===== src/fg_settings.svh =====
`ifndef FG_SETTINGS_SVH
`define FG_SETTINGS_SVH

// width of one pattern word
// matches the parallel input of the serializer fed downstream
`define FG_DATA_WIDTH 8

// pattern ram address width
// 11 bits gives 2048 words per channel
`define FG_ADDR_WIDTH 11

// number of playback channels
// each channel owns one ram and one loop sequencer
`define FG_CHANNELS 4

`endif


===== src/fg_pkg.sv =====
`include "fg_settings.svh"

package fg_pkg;

	// bits needed to name a channel
	// kept at one bit or more so a single channel build still has a field
	localparam int chan_bits = (`FG_CHANNELS > 1) ? $clog2(`FG_CHANNELS) : 1;

	// one pattern word as replayed to the serializer
	typedef logic [`FG_DATA_WIDTH-1:0] word_t;

	// address into one channel's pattern ram
	typedef logic [`FG_ADDR_WIDTH-1:0] addr_t;

	// channel index
	typedef logic [chan_bits-1:0] chan_t;

	// one host pattern write
	// channel picks the ram, address and data go to it
	typedef struct packed {
		chan_t channel;
		addr_t address;
		word_t data;
	} write_req_t;

	// playback loop for one channel
	// replays start_address up to end_address minus one
	// equal values mean the whole ram
	typedef struct packed {
		addr_t start_address;
		addr_t end_address;
	} loop_bounds_t;

	// all channel words side by side, indexed by channel
	typedef word_t [`FG_CHANNELS-1:0] word_vec_t;

endpackage


===== src/loop_sequencer.sv =====
`timescale 1ns/1ns

module loop_sequencer (
	input logic clock,
	input logic reset,
	// bounds held by the host port for this channel
	input fg_pkg::loop_bounds_t bounds,
	// address into this channel's pattern ram
	output fg_pkg::addr_t read_address
);

	import fg_pkg::*;

	// address at which the current loop ends
	// loaded from the bounds only when the loop wraps
	addr_t last_address;

	// values for the next cycle
	addr_t next_read_address;
	addr_t next_last_address;

	// high in the cycle that reads the final word of the loop
	logic at_last;

	assign at_last = (read_address == last_address);

	// wrap or count
	// new bounds are taken only here, so a running loop always finishes
	always_comb begin
		next_read_address = read_address + 1'b1;
		next_last_address = last_address;
		if (at_last) begin
			next_read_address = bounds.start_address;
			// end is exclusive
			// address width makes this wrap modulo the ram depth
			next_last_address = bounds.end_address - 1'b1;
		end
	end

	// start at address 0 and run through the whole ram first
	// last all ones lets the first pass reach the top address
	always_ff @(posedge clock) begin
		if (reset) begin
			read_address <= '0;
			last_address <= '1;
		end else begin
			read_address <= next_read_address;
			last_address <= next_last_address;
		end
	end

endmodule


===== config.mk =====
export PLATFORM = sky130hd
export DESIGN_NAME = loop_sequencer
export DESIGN_NICKNAME = d
export VERILOG_FILES = /design/src/fg_pkg.sv /design/src/loop_sequencer.sv
export VERILOG_INCLUDE_DIRS = /design/src
export SDC_FILE = /design/constraint.sdc
export NUM_CORES = 1
export LEC_CHECK = 0
export BUFFER_PORTS_ARGS = -buffer_cell sky130_fd_sc_hd__buf_4
export CORE_MARGIN = 1.5
export CORE_UTILIZATION = 56
export DETAILED_ROUTE_END_ITERATION = 10
export GPL_TIMING_DRIVEN = 0
export HOLD_SLACK_MARGIN = 0.03
export PLACE_DENSITY_LB_ADDON = 0.12
export REMOVE_ABC_BUFFERS = 1
export SETUP_SLACK_MARGIN = 0.1
export SYNTH_ARGS = -nofsm -noshare
export SYNTH_HDL_FRONTEND = slang
export SYNTH_SLANG_ARGS = --single-unit

===== constraint.sdc =====
create_clock -name clock -period 2.5 [get_ports clock]
set_input_delay 0.125 -clock clock [delete_from_list [all_inputs] [get_ports clock]]
set_output_delay 0.125 -clock clock [all_outputs]
set_load 0.005 [all_outputs]

==> impl_metrics.ini <==
[outcome]
outcome = complete, no violations

[final_layout]
drive_above_1_share_pct = 23.7
synthToLayoutAreaGrowth_pct = 19.2
num_antenna_cells = 0
fin_cells = 205
nets = 205
final_common_cell = buf_4
final_cell_mix = buf_4, xnor2_1, dfxtp_1

[detailed_routing]
drt_iter0_drc = 24
drc = 0
wl_per_cell_um = 15.2
post_drt_via_cell_ratio = 6.10
vias = 1251
ant_nets = 0
drtPass1Iterations = 6
finalWirelength_um = 3110

[global_routing]
grt_pass1_wl_um = 5310
antenna_found_initial = 0
grt_max_degree = 24
grt_pass1_vias = 1174
grt-ovfl-total = 0
grt_use_total_pct = 26.1

[timing]
post-route-min-period_ns = 2.11
worst_pin_slew_ns = 0.639
finalMaxSlewViolations = 0
finalSetupViolCount = 0
clock_skew_ns = 0.0118
grt_setup_unrepaired = no
relSlewSlack_pct = 57.3
hold_viol = 0
tns_ns = 0
period_share_pct = 84.3
fmax_mhz = 475

[hold_path]
hp-class = primary input to register

[logic_synthesis]
synth_adder_area_share_pct = 1.87
synth_top_family_by_area = simple AND/OR/NAND/NOR gates
synth_edf_count = 0
synth_top_cell_by_area = dfxtp_1
ys_seq_elements = 22
synthSimpleGateAreaFrac_pct = 22.0
synth_top_cell_area_share_pct = 32.9
syn_area_um2 = 1340
yosysSeqAreaShare_pct = 32.9
synth_cell_types = 40
synthTopCellsByArea = dfxtp_1, xnor2_1, nor4_1
synthCells = 152
synth-main-ff-cell = dfxtp_1
synth_compound_area_share_pct = 17.4
avgSynthCellArea_um2 = 8.82
yosysWarnings = 0
synthArstFlopShare_pct = 0
synth_xor_area_share_pct = 16.3
synthMuxAreaShare_pct = 3.73

[clock_tree]
clk_pin_slew_ns = 0.13
root_buffer = clkbuf_4
insertion_delay_ns = 0.32
cts_tree = done
cts_sinks = 22
htree_num_levels = 1
cts.repair.resized = 0
numCtsBuffers = 3
cts_buffer_depth = 2
postCtsHoldBufs = 0
cts_setup_buffers = 0

[worst_setup_path]
crit_chain = xnor2_1 -> nand4_1 -> nor3_1 -> a41oi_1
max_stage_delay_ns = 0.57
path_class = register to register
cp_data_arrival_time_ns = 2.30
critPathLaunchType = register
path_max_fanout = 14
critPathSlowestCell = nor3_1
cp_data_required_time_ns = 2.69
end_kind = register

[placement]
globalplace.congestion = 0.797
dp_hpwl_um = 2250
dp_cells = 202
port_buffers = 34

[flow_run]
drv_cap = 0

[die]
die-width_um = 51.9
start_util_pct = 60.0
num_rows = 17
dieArea_um2 = 2700
coreArea_um2 = 2230
die_h_um = 51.9
io_pins = 35

[power_and_ir_drop]
total_power_mw = 0.613
powerDensity_nw_per_um2 = 383
vdd_drop_max_v = 0.000273
power.leakage_nw = 0.575
flip-flops by register name, summed over array words and instances, names as in the netlist:
name / count
read_address: 11
last_address: 11
kinds of logic after synthesis:
logic type,count (synthesis)
and+or+nand+nor,49
AOI/OAI and AO/OA,31
xor gates and xnor gates,25
DFF,22
buffers and inverters,18
muxes,5
adders and majority gates,2
per-stage QoR:
stage               hold WS [ns]  setup slack (ns)  cell area (um2)  utilization, %
floorplan                  0.194             0.854             1280               -
global placement           0.395             0.435             1580            70.5
detailed placement         0.409             0.397             1580            70.5
CTS                       0.0791             0.355             1600            71.5
global route              0.0738             0.224             1600            71.5
finish                    0.0793             0.393             1600            71.5
worst paths after layout:
path | cells after the start | start | slack, ns | end
hold / removal | 3 | bounds[12] | 0.08 | read_address[1]$_SDFF_PP0_
setup reg to reg | 4 | read_address[2]$_SDFF_PP0_ | 0.39 | last_address[3]$_SDFFE_PP1P_
setup / recovery | 4 | read_address[2]$_SDFF_PP0_ | 0.39 | last_address[3]$_SDFFE_PP1P_
hold reg to reg | 2 | last_address[10]$_SDFFE_PP1P_ | 0.52 | last_address[10]$_SDFFE_PP1P_
layer usage:
layer | GRT usage (%) | share of wire (%) | vias to the layer above
li1 | - | - | 621
met1 | 34.5 | 45 | 586
met2 | 44.5 | 50 | 38
met3 | 2.59 | 3.7 | 6
met4 | 7.89 | 1.4 | 0
met5 | 0 | 0 | -
cells in the mapped netlist, types with 2 or more instances:
library cell,count
xnor2_1,23
dfxtp_1,22
nor2_1,11
nor4_1,11
a211oi_1,7
clkbuf_1,6
nand4_1,6
buf_2,5
inv_1,5
mux2i_1,5
nor3_1,5
o31ai_1,5
nand3_1,4
a21oi_1,3
a311oi_1,3
a31oi_1,3
and4_1,2
ha_1,2
o41ai_1,2
xor2_1,2
critical path, delay by kind of cell, from the launching register on:
kind	cells	cell delay (ns)
AND/OR/NAND/NOR	2	1.12
AO/OA/AOI/OAI	1	0.18
flip-flops	1	0.49
XOR/XNOR	1	0.20
final cells by class:
cell class	instances	area [um2]
flip-flops and latches	22	440
repair buffers	34	255
fillers	192	636
well taps	28	35.0
clock buffers	3	22.5
inverters	6	22.5
multi-input cells	112	822
report_power, final:
part	total [mW]	internal (mW)	leakage (nW)	switching, mW
logic	0.0815	0.0461	0.382	0.0354
clock network	0.169	0.0564	0.0138	0.113
registers	0.362	0.355	0.178	0.00726
total	0.613	0.457	0.575	0.155
Power figures use the tool's default switching activity.
