**src/fg_settings.svh**
```systemverilog
`ifndef FG_SETTINGS_SVH
`define FG_SETTINGS_SVH

// width of one pattern word
// matches the parallel input of the serializer fed downstream
`define FG_DATA_WIDTH 8

// pattern ram address width
// 11 bits gives 2048 words per channel
`define FG_ADDR_WIDTH 11

// number of playback channels
// each channel owns one ram and one loop sequencer
`define FG_CHANNELS 4

`endif

```
**src/fg_pkg.sv**
```systemverilog
`include "fg_settings.svh"

package fg_pkg;

	// bits needed to name a channel
	// kept at one bit or more so a single channel build still has a field
	localparam int chan_bits = (`FG_CHANNELS > 1) ? $clog2(`FG_CHANNELS) : 1;

	// one pattern word as replayed to the serializer
	typedef logic [`FG_DATA_WIDTH-1:0] word_t;

	// address into one channel's pattern ram
	typedef logic [`FG_ADDR_WIDTH-1:0] addr_t;

	// channel index
	typedef logic [chan_bits-1:0] chan_t;

	// one host pattern write
	// channel picks the ram, address and data go to it
	typedef struct packed {
		chan_t channel;
		addr_t address;
		word_t data;
	} write_req_t;

	// playback loop for one channel
	// replays start_address up to end_address minus one
	// equal values mean the whole ram
	typedef struct packed {
		addr_t start_address;
		addr_t end_address;
	} loop_bounds_t;

	// all channel words side by side, indexed by channel
	typedef word_t [`FG_CHANNELS-1:0] word_vec_t;

endpackage

```
**src/fg_host_port.sv**
```systemverilog
`timescale 1ns/1ns

`include "fg_settings.svh"

module fg_host_port (
	input logic clock,
	input logic reset,
	// pattern write, one word per strobe
	input logic write_strobe,
	input fg_pkg::write_req_t write_request,
	// loop bound update for the named channel
	input logic bounds_strobe,
	input fg_pkg::chan_t bounds_channel,
	input fg_pkg::loop_bounds_t bounds_in,
	// write side of every pattern ram
	output logic [`FG_CHANNELS-1:0] ram_write,
	output fg_pkg::addr_t ram_address,
	output fg_pkg::word_t ram_data,
	// bounds currently held for each channel
	output fg_pkg::loop_bounds_t bounds [`FG_CHANNELS]
);

	import fg_pkg::*;

	// host write captured on the strobe edge
	write_req_t write_q;
	// set for exactly one cycle after each write strobe
	logic write_valid;

	// strobe delayed to line up with the registered request
	always_ff @(posedge clock) begin
		if (reset) begin
			write_valid <= 1'b0;
		end else begin
			write_valid <= write_strobe;
		end
	end

	// address, data and channel of the pending write
	always_ff @(posedge clock) begin
		if (write_strobe) begin
			write_q <= write_request;
		end
	end

	// every ram sees the same address and data
	assign ram_address = write_q.address;
	assign ram_data = write_q.data;

	// one hot decode of the target channel
	// only the named ram writes, and only in the valid cycle
	always_comb begin
		for (int ch = 0; ch < `FG_CHANNELS; ch++) begin
			ram_write[ch] = write_valid && (write_q.channel == chan_t'(ch));
		end
	end

	// per channel bounds registers
	// all zero after reset, which plays the full ram
	always_ff @(posedge clock) begin
		if (reset) begin
			for (int ch = 0; ch < `FG_CHANNELS; ch++) begin
				bounds[ch] <= '0;
			end
		end else if (bounds_strobe) begin
			// sequencer picks these up at its next wrap
			bounds[bounds_channel] <= bounds_in;
		end
	end

endmodule

```
**config.mk**
```make
export PLATFORM = sky130hd
export DESIGN_NAME = fg_host_port
export DESIGN_NICKNAME = d
export VERILOG_FILES = /design/src/fg_pkg.sv /design/src/fg_host_port.sv
export VERILOG_INCLUDE_DIRS = /design/src
export SDC_FILE = /design/constraint.sdc
export NUM_CORES = 1
export LEC_CHECK = 0
export ABC_AREA = 1
export BUFFER_PORTS_ARGS = -buffer_cell sky130_fd_sc_hd__buf_2
export CORE_ASPECT_RATIO = 0.75
export CORE_UTILIZATION = 35
export CTS_CLUSTER_SIZE = 10
export DETAILED_ROUTE_END_ITERATION = 8
export PLACE_DENSITY = 0.67
export SLEW_MARGIN = 5
export SYNTH_ARGS = -nofsm -noshare
export SYNTH_HDL_FRONTEND = slang
export SYNTH_SLANG_ARGS = --single-unit
export TNS_END_PERCENT = 50
```
**constraint.sdc**
```tcl
create_clock -name clock -period 2.8 [get_ports clock]
set_input_delay 0.7 -clock clock [delete_from_list [all_inputs] [get_ports clock]]
set_output_delay 0.7 -clock clock [all_outputs]
set_load 0.01 [all_outputs]
```
==> results.json <==
{
  "status": "complete, no violations",
  "fin_crit_sh": 0.652,
  "fill_cells": 1347,
  "antenna_found_initial": 0,
  "synth_top_area_cell": "dfxtp_1",
  "regToRegSetupSlack_ps": 2120,
  "reg2reg_to": "bounds[5]$_SDFFE_PP0P_",
  "finalSetupViolCount": 0,
  "synthMuxAreaShare": 0,
  "synthTopCellsByArea": "dfxtp_1 (39%), edfxtp_1 (14%), nor2_1 (13%), nand2_1 (13%), inv_1 (7.8%)",
  "synth_warnings": 0,
  "grt_max_degree": 45,
  "drive_above_1_share": 0.243,
  "synth_edf_count": 21,
  "end_kind": "output pin",
  "avgViaCountPerCell": 4.16,
  "crit_family": "flip-flops",
  "area_growth_pct": 22.9,
  "worst_hold_startpoint": "bounds[80]$_SDFFE_PP0P_",
  "drt-pass1-iter-count": 4,
  "hold_buffers": 0,
  "io_pins": 160,
  "die_h_um": 100,
  "grt_pass1_wl_um": 17000,
  "cts_resized": 0,
  "dp_hpwl_um": 7680,
  "synth.avg_cell_area_sq_um": 7.34,
  "clock_sinks": 110,
  "tritoncts": "built",
  "critPathBufInv": 2,
  "drt_iter0_markers": 200,
  "ir_drop_v": 0.000286,
  "yosys.area_share.simple": 0.297,
  "crit_path_start_kind": "flip-flop",
  "cts.clk_slew.worst_paths_ps": 70,
  "grt_pass1_vias": 3192,
  "power_density_nw_per_um2": 608,
  "fin_nets": 790,
  "cp.arrival_ps": 1130,
  "min_period_ps": 1830,
  "maxCapViolations": 0,
  "synth_top_family_by_area": "simple AND/OR/NAND/NOR gates",
  "yosysTopAreaCellShare": 0.395,
  "grt_overflow": 0,
  "setup_tns_ps": 0,
  "leakage_nw": 3.12,
  "syn_area_sq_um": 4510,
  "slowest_delay_ps": 370,
  "worst-setup-path-type": "reg -> out",
  "fmax_mhz": 547,
  "final_antenna_net_count": 0,
  "htree_levels": 3,
  "synthCells": 615,
  "insertion_delay_ps": 330,
  "core_area_sq_um": 12400,
  "initial_core_util": 0.363,
  "clock_path_buffers": 2,
  "synth.distinct_cells": 16,
  "ys_ff_latch": 110,
  "synth_compound_gate_area_share": 0.0244,
  "synth_flop_cell": "dfxtp_1",
  "hold_viol_final": 0,
  "cp_cell_sequence": "inv_1, nor3_1, buf_2",
  "grt_usage": 0.164,
  "reg2reg_from": "bounds[5]$_SDFFE_PP0P_",
  "synthTopCellsByCount": "nor2_1 (155), nand2_1 (154), inv_1 (94)",
  "crit_slowest_cell": "edfxtp_1",
  "routedWlPerCell_um": 12.1,
  "rsz0062_at_grt": "false",
  "synth_fa_ha_area_frac": 0,
  "cp.required_ps": 2100,
  "ys_seq_area_frac": 0.535,
  "cp_max_fo": 3,
  "slew_headroom": 0.435,
  "synth_most_common_cell": "nor2_1",
  "wl_um": 11000,
  "holdPathStages": 2,
  "finalClockSkew_ps": 0,
  "portBuffers": 159,
  "cts_buffers": 9,
  "dpl_cell_area_sq_um": 5270,
  "postCtsSetupBuffers": 0,
  "via_count": 3789,
  "slew_violations": 0,
  "synth_fp_nets": 664,
  "synth-xor-area-share": 0,
  "place_congestion": 0.790,
  "die_w_um": 133,
  "drcViolationCount": 0,
  "die_area_sq_um": 13400,
  "reg2reg_depth": 4,
  "design_area_sq_um": 5550,
  "hp-class": "reg -> reg",
  "tightest_slew_ps": 846,
  "rows": 35,
  "async_reset_ff_frac": 0,
  "whs_endpoint": "bounds[80]$_SDFFE_PP0P_",
  "diodes": 0,
  "clockRootBuffer": "clkbuf_16"
}
worst max path at each step:
stage / startpoint / endpoint / slack [ps] / cells after the start
CTS: write_q[20]$_DFFE_PP_ / ram_write[3] / 930 / 3
finish: write_q[20]$_DFFE_PP_ / ram_write[3] / 970 / 3
global placement: bounds_strobe / bounds[15]$_SDFFE_PP0P_ / 760 / 4
global route: write_q[20]$_DFFE_PP_ / ram_write[3] / 900 / 3
detailed placement: bounds_strobe / bounds[6]$_SDFFE_PP0P_ / 700 / 4
floorplan: bounds_strobe / bounds[68]$_SDFFE_PP0P_ / 1370 / 5
worst reg2reg max path, cell delays in order, from the launching register on:
cell and delay, ps:
dfxtp_1 350, inv_1 40, nand2_1 50, nand2_1 70, nor2_1 110
cell type report:
| cell class | count | area (sq um) | share of cell area |
|---|---|---|---|
| inverter | 95 | 357 | 0.0643 |
| clock buffer | 11 | 233 | 0.0420 |
| tap | 166 | 208 | 0.0374 |
| sequential | 110 | 2410 | 0.435 |
| clock inverter | 3 | 40.0 | 0.00722 |
| timing repair buffer | 164 | 846 | 0.152 |
| multi-input combinational | 361 | 1450 | 0.262 |
flip-flops by register name (all words and copies together) (netlist names):
register / cells
bounds: 88
ram_address: 11
ram_data: 8
write_q: 2
write_valid: 1
logic make-up after synthesis:
| kind of cell | count (synthesis) |
|---|---|
| compound gates | 22 |
| flops | 110 |
| simple gates | 339 |
| buf+inv | 144 |
power by group:
part	total [mW]	switching (mW)	internal [mW]
Clock	1.22	0.533	0.682
Sequential	1.74	0.0382	1.71
Combinational	0.414	0.260	0.153
per-layer routing:
metal | share of wire | vias up | GRT usage
met2 | 0.38 | 123 | 0.221
met5 | 0 | - | 0
met3 | 0.072 | 8 | 0.0470
li1 | - | 2037 | -
met1 | 0.54 | 1621 | 0.252
met4 | 0.0066 | 0 | 0.0393
per-stage QoR:
stage          power (mW)  utilization  instances  worst slack, ps  hold WS [ps]
6_report             3.37        0.446        910              973           474
2_1_floorplan        2.04            -        615             1370           519
3_3_place_gp         2.19        0.424        896              761           457
5_1_grt              3.54        0.446        910              898           504
3_5_place_dp         2.20        0.424        896              697           462
4_1_cts              3.42        0.446        910              935           479
layout by cell type (no fill, tap or decap), types with 2 or more instances in the layout:
cell type / count
a21oi_1: 22
clkinv_2: 2
nor3_1: 4
nand3_4: 2
edfxtp_1: 21
buf_2: 159
nand2_1: 154
dfxtp_1: 89
clkbuf_16: 9
nand3_1: 22
inv_1: 94
buf_4: 4
clkbuf_1: 2
nor2_1: 155
No activity file was read; power rests on OpenSTA's default activity.
