$ cat config.mk
export PLATFORM = sky130hd
export DESIGN_NAME = fg_output_stage
export DESIGN_NICKNAME = d
export VERILOG_FILES = /design/src/fg_pkg.sv /design/src/fg_output_stage.sv
export VERILOG_INCLUDE_DIRS = /design/src
export SDC_FILE = /design/constraint.sdc
export NUM_CORES = 1
export LEC_CHECK = 0
export ABC_AREA = 1
export BUFFER_PORTS_ARGS = -buffer_cell sky130_fd_sc_hd__buf_4
export CORE_AREA = 2 2 56 58
export CTS_BUF_LIST = sky130_fd_sc_hd__clkbuf_16
export DETAILED_ROUTE_END_ITERATION = 6
export DIE_AREA = 0 0 58 60
export GPL_TIMING_DRIVEN = 0
export PLACE_DENSITY = 0.7
export SKIP_CTS_REPAIR_TIMING = 1
export SLEW_MARGIN = 0
export SYNTH_ARGS = -nofsm -noshare
export SYNTH_HDL_FRONTEND = slang
export SYNTH_SLANG_ARGS = --single-unit
$ cat constraint.sdc
create_clock -name clock -period 0.8 [get_ports clock]
set_input_delay 0.16 -clock clock [delete_from_list [all_inputs] [get_ports clock]]
set_output_delay 0.16 -clock clock [all_outputs]
set_load 0.05 [all_outputs]
$ cat src/fg_settings.svh
`ifndef FG_SETTINGS_SVH
`define FG_SETTINGS_SVH

// width of one pattern word
// matches the parallel input of the serializer fed downstream
`define FG_DATA_WIDTH 8

// pattern ram address width
// 11 bits gives 2048 words per channel
`define FG_ADDR_WIDTH 11

// number of playback channels
// each channel owns one ram and one loop sequencer
`define FG_CHANNELS 4

`endif

$ cat src/fg_pkg.sv
`include "fg_settings.svh"

package fg_pkg;

	// bits needed to name a channel
	// kept at one bit or more so a single channel build still has a field
	localparam int chan_bits = (`FG_CHANNELS > 1) ? $clog2(`FG_CHANNELS) : 1;

	// one pattern word as replayed to the serializer
	typedef logic [`FG_DATA_WIDTH-1:0] word_t;

	// address into one channel's pattern ram
	typedef logic [`FG_ADDR_WIDTH-1:0] addr_t;

	// channel index
	typedef logic [chan_bits-1:0] chan_t;

	// one host pattern write
	// channel picks the ram, address and data go to it
	typedef struct packed {
		chan_t channel;
		addr_t address;
		word_t data;
	} write_req_t;

	// playback loop for one channel
	// replays start_address up to end_address minus one
	// equal values mean the whole ram
	typedef struct packed {
		addr_t start_address;
		addr_t end_address;
	} loop_bounds_t;

	// all channel words side by side, indexed by channel
	typedef word_t [`FG_CHANNELS-1:0] word_vec_t;

endpackage

$ cat src/fg_output_stage.sv
`timescale 1ns/1ns

`include "fg_settings.svh"

module fg_output_stage (
	input logic clock,
	input logic reset,
	// one enable level per channel
	input logic [`FG_CHANNELS-1:0] output_enable,
	// words straight from the pattern rams
	input fg_pkg::word_vec_t read_data,
	// aligned, masked words toward the serializers
	output fg_pkg::word_vec_t data_out
);

	// all channels share one clock edge
	// so words leave the stage lined up with each other
	// enable is sampled here so masking lags it by one cycle
	always_ff @(posedge clock) begin
		for (int ch = 0; ch < `FG_CHANNELS; ch++) begin
			if (reset || !output_enable[ch]) begin
				// disabled channel drives zero
				data_out[ch] <= '0;
			end else begin
				data_out[ch] <= read_data[ch];
			end
		end
	end

endmodule

==> impl_metrics.csv, run 1 <==
group,metric,value,unit
global_routing,grt_pass1_vias,829,
routing,viasPerCell,3.891,
global_routing,met2_usage,21.27,%
layout,fin_nets,215,
synth,syn_avg_cell_area,9.378,sq um
synth,yosysTopAreaCell,"dfxtp_1",
critical_path,crit_fanout,1,
layout,mostFrequentLayoutCells,"buf_4, inv_1, dfxtp_2",
critical_path,critPathArrivalTime,0.75,ns
timing,tns,-2.871,ns
layout,area_growth,96.70,%
placement,place_area,0.001506,sq mm
timing,finalSetupViolations,32,
routing,wl,2192,um
clock_network,numClockSinks,32,
global_routing,grt_pass1_wl,3111,um
floorplanning,initial_core_util,32.63,%
clock_network,htree_levels,2,
layout,reg_top3,"data_out (32)",
global_routing,antenna_found_initial,0,
placement,gp_congestion,0.6538,
clock_network,cts.root.buffer_cell,"clkbuf_16",
placement,hpwl,1597,um
min_path,hold_path_class,"input port to flop",
synth,ys_seq_elements,32,
timing,holdWs,0.1069,ns
timing,tightest_slew,0.1175,ns
timing,max_freq,1099,MHz
clock_network,cts_made_buffers,5,
routing,drt_iter0_drc,13,
layout,regArea,680.7,sq um
job,maxCapViolCount,0,
layout,layout-drive-gt1-share,65.73,%
clock_network,tritoncts,"built",
synth,syn_nets,139,
routing,drtPass1Iterations,3,
synth,synthDistinctLibCells,6,
critical_path,cp.buffers_inverters,1,
layout,utilization,64.18,%
power,power,4.038,mW
timing,rsz0062_at_grt,"true",
synth,ys_seq_area_share,67.64,%
layout,final_common_cell,"buf_4",
critical_path,required,0.64,ns
routing,via_count,821,
floorplanning,fp-row-count,20,
timing,fin_crit,0.9100,ns
power,vdd_ir_drop_max,1.699,mV
synth,synth_area_leaders,"dfxtp_1, inv_1, nor2_1",
global_routing,grt_max_degree,10,
layout,antenna_cells,0,
routing,route.detailed.drc,0,
synth,yosysWarnings,0,
power,power.density,2167,mW/mm^2
layout,fin_area,0.001863,sq mm
floorplanning,fp.dieH,60,um
outcome,status,"finished, violations left",
layout,fillers,235,
floorplanning,die_area,0.003480,sq mm
floorplanning,coreArea,0.002903,sq mm
critical_path,end_kind,"output pin",
floorplanning,io_pins,70,
clock_network,clk_pin_slew,0.05,ns
power,leakagePower,1.011,nW
global_routing,met1_usage,11.47,%
placement,numPortBuffers,69,
critical_path,cp_top_family,"flip-flops",
global_routing,globalRouteOverflowTotal,0,
critical_path,crit_path_top_delay_cell,"dfxtp_2",
routing,wire_per_inst,10.39,um
outcome,violations,"setup timing",
placement,dp.cells,203,
placement,preCtsSetupSlack,0.1212,ns
critical_path,worstSetupPathType,"flop to output pin",
layout,largest_register_ffs,32,
layout,layout.cells.non_filler,211,
critical_path,worst_path_largest_cell_delay,0.34,ns
timing,slew_headroom,92.16,%
clock_network,clockBufferDepth,2,
global_routing,top_usage_layer,"met2",
layout,multiInputGateArea,180.2,sq um
floorplanning,die_x,58,um
global_routing,use_met3,6.277,%
synth,synth_area,947.2,sq um
timing,period_share,113.7,%
critical_path,cp_cell_sequence,"buf_8",
timing,drv_slew,0,
routing,ant_nets,0,
layout,top_register,"data_out",
synth,syn_inst,101,
global_routing,grt_usage,12.18,%
timing,finalHoldViolations,0,
timing,setup_slack,-0.1100,ns
critical_path,start_kind,"flop",
synth,yosys.area.top_type_share,67.64,%
-- where the power goes --
group,leakage (nW),internal [mW],switching (mW),total [mW]
Clock,0.0738,1.11,0.571,1.68
Sequential,0.275,1.68,0.0345,1.71
Combinational,0.662,0.292,0.352,0.644
-- synthesized netlist by cell type --
cell type / count
dfxtp_1: 32
inv_1: 32
inv_4: 1
nand2_4: 4
nor2_1: 26
nor2_2: 6
-- final timing paths --
path	startpoint	to	slack, ns	cells after the start
hold / removal	read_data[14]	data_out[14]	0.11	3
setup / recovery	data_out[14]	data_out[14]	-0.11	1
-- metal layers --
layer | part of all wire [%] | vias to the layer above
li1 | - | 422
met1 | 32 | 351
met2 | 56 | 44
met3 | 11 | 4
met4 | 1.2 | 0
met5 | 0 | -
-- final cells by class --
| cell class | instances | share of cell area [%] |
|---|---|---|
| sequential | 32 | 36.53 |
| clock inverter | 3 | 0.6044 |
| multi-input combinational | 36 | 9.671 |
| tap | 33 | 2.216 |
| timing repair buffer | 69 | 37.47 |
| inverter | 33 | 6.783 |
| clock buffer | 5 | 6.716 |
-- tightest hold or removal path: cells and delay by family --
family	cells	cell delay (ns)
buffers and inverters	2	0.10
AND/OR/NAND/NOR	1	0.08
-- logic make-up after synthesis --
kind of cell	after synthesis	synth area share, %
AND/OR/NAND/NOR	36	19.02
buffers and inverters	33	13.34
flip-flops	32	67.63
(Power assumes the default switching activity.)
==> inputs of run 2 (changes only) <==
Settings changed: CORE_AREA 2 2 56 58 to 2 2 53 55, DIE_AREA 0 0 58 60 to 0 0 55 57, PLACE_DENSITY 0.7 to 0.75.
Clock period 0.8 ns to 1 ns, I/O delays scaled along.
==> run 2 against run 1 <==
  * The flow now finishes without violations
  * Hold slack improved by 0.041 ns
  * Utilization is 1.0 points lower
  * Combinational power fell by 28%
==> impl_metrics.csv, run 2 (synthesis gave the netlist of run 1 again) <==
group,metric,value,unit
routing,route.detailed.drc,0,
floorplanning,fp-row-count,19,
power,leakagePower,0.9567,nW
global_routing,grt_max_degree,10,
layout,fin_area,0.001652,sq mm
timing,fin_crit,0.9705,ns
clock_network,clk_pin_slew,0.05,ns
floorplanning,initial_core_util,36.22,%
outcome,status,"complete, no violations",
layout,mostFrequentLayoutCells,"buf_4, inv_1, dfxtp_1",
layout,layout.cells.non_filler,209,
clock_network,htree_levels,2,
floorplanning,fp.dieH,57,um
floorplanning,coreArea,0.002615,sq mm
timing,finalSetupViolations,0,
critical_path,start_kind,"flop",
global_routing,globalRouteOverflowTotal,0,
global_routing,grt_pass1_vias,783,
critical_path,crit_fanout,1,
placement,hpwl,1588,um
clock_network,numClockSinks,32,
timing,tightest_slew,0.1510,ns
placement,numPortBuffers,69,
layout,reg_top3,"data_out (32)",
clock_network,clockBufferDepth,2,
routing,wire_per_inst,9.340,um
critical_path,cp_top_family,"flip-flops",
critical_path,critPathArrivalTime,0.77,ns
layout,top_register,"data_out",
clock_network,cts_made_buffers,5,
routing,drtPass1Iterations,4,
timing,rsz0062_at_grt,"false",
routing,viasPerCell,3.885,
critical_path,end_kind,"output pin",
clock_network,cts.root.buffer_cell,"clkbuf_16",
placement,preCtsSetupSlack,0.2936,ns
timing,setup_slack,0.02948,ns
critical_path,cp_cell_sequence,"buf_4",
job,maxCapViolCount,0,
critical_path,worstSetupPathType,"flop to output pin",
global_routing,grt_usage,13.34,%
floorplanning,die_x,55,um
floorplanning,die_area,0.003135,sq mm
layout,area_growth,74.37,%
timing,period_share,97.05,%
routing,ant_nets,0,
layout,final_common_cell,"buf_4",
layout,largest_register_ffs,32,
placement,dp.cells,201,
min_path,hold_path_class,"input port to flop",
routing,via_count,812,
timing,finalHoldViolations,0,
timing,drv_slew,0,
power,power.density,1902,mW/mm^2
placement,place_area,0.001504,sq mm
critical_path,required,0.80,ns
critical_path,worst_path_largest_cell_delay,0.31,ns
floorplanning,io_pins,70,
critical_path,cp_num_cells,1,
critical_path,crit_path_top_delay_cell,"dfxtp_1",
layout,layout-drive-gt1-share,47.75,%
critical_path,cp.buffers_inverters,1,
layout,antenna_cells,0,
power,vdd_ir_drop_max,1.460,mV
global_routing,grt_pass1_wl,2953,um
placement,gp_congestion,0.6483,
clock_network,tritoncts,"built",
power,power,3.142,mW
global_routing,antenna_found_initial,0,
timing,max_freq,1030,MHz
layout,fin_nets,215,
min_path,holdPathStages,3,
timing,tns,0,ns
routing,drt_iter0_drc,9,
routing,wl,1952,um
timing,slew_headroom,90.02,%
==> run 2: cell count changes in the layout (fill, tap and decap cells not counted) <==
cell | previous run | this run
buf_6 | 16 | 3
dfxtp_2 | 32 | 0
dfxtp_1 | 0 | 32
buf_4 | 37 | 66
buf_8 | 16 | 0
==> run 2: layer usage <==
| layer | GRT usage (%) | share of wire, % | vias to the layer above |
|---|---|---|---|
| li1 | - | - | 423 |
| met1 | 11.50 | 35 | 350 |
| met2 | 24.49 | 54 | 37 |
| met3 | 7.853 | 9.8 | 2 |
| met4 | 4.181 | 0.67 | 0 |
| met5 | 0 | 0 | - |
==> run 2: per-stage QoR <==
stage | hold WS, ns | util (%)
floorplan | 0.3122 | -
finish | 0.1482 | 63.16
global route | 0.1531 | 63.16
detailed placement | 0.4231 | 57.51
global placement | 0.4146 | 57.51
CTS | 0.1473 | 62.73
==> run 2: area by class of cell <==
class	instances	area (sq um)
Clock buffer	5	125.1
Clock inverter	3	11.26
Fill cell	233	963.4
Inverter	33	126.4
Multi-Input combinational cell	36	180.2
Sequential cell	32	640.6
Tap cell	31	38.79
Timing Repair Buffer	69	529.3
==> run 2: report_power, final <==
part / switching [mW] / internal [mW] / total (mW) / leakage [nW]
logic: 0.278 / 0.185 / 0.463 / 0.620
clock network: 0.445 / 0.888 / 1.33 / 0.0738
registers: 0.0149 / 1.33 / 1.35 / 0.263
==> run 2: final timing paths <==
| check | from | slack, ns | end |
|---|---|---|---|
| setup / recovery | data_out[20] | 0.03 | data_out[20] |
| hold / removal | read_data[30] | 0.15 | data_out[30] |
==> run 2: tightest hold or removal path, cell delays in order <==
cell	delay [ns]
buf_4	0.07
inv_1	0.03
nor2_1	0.08
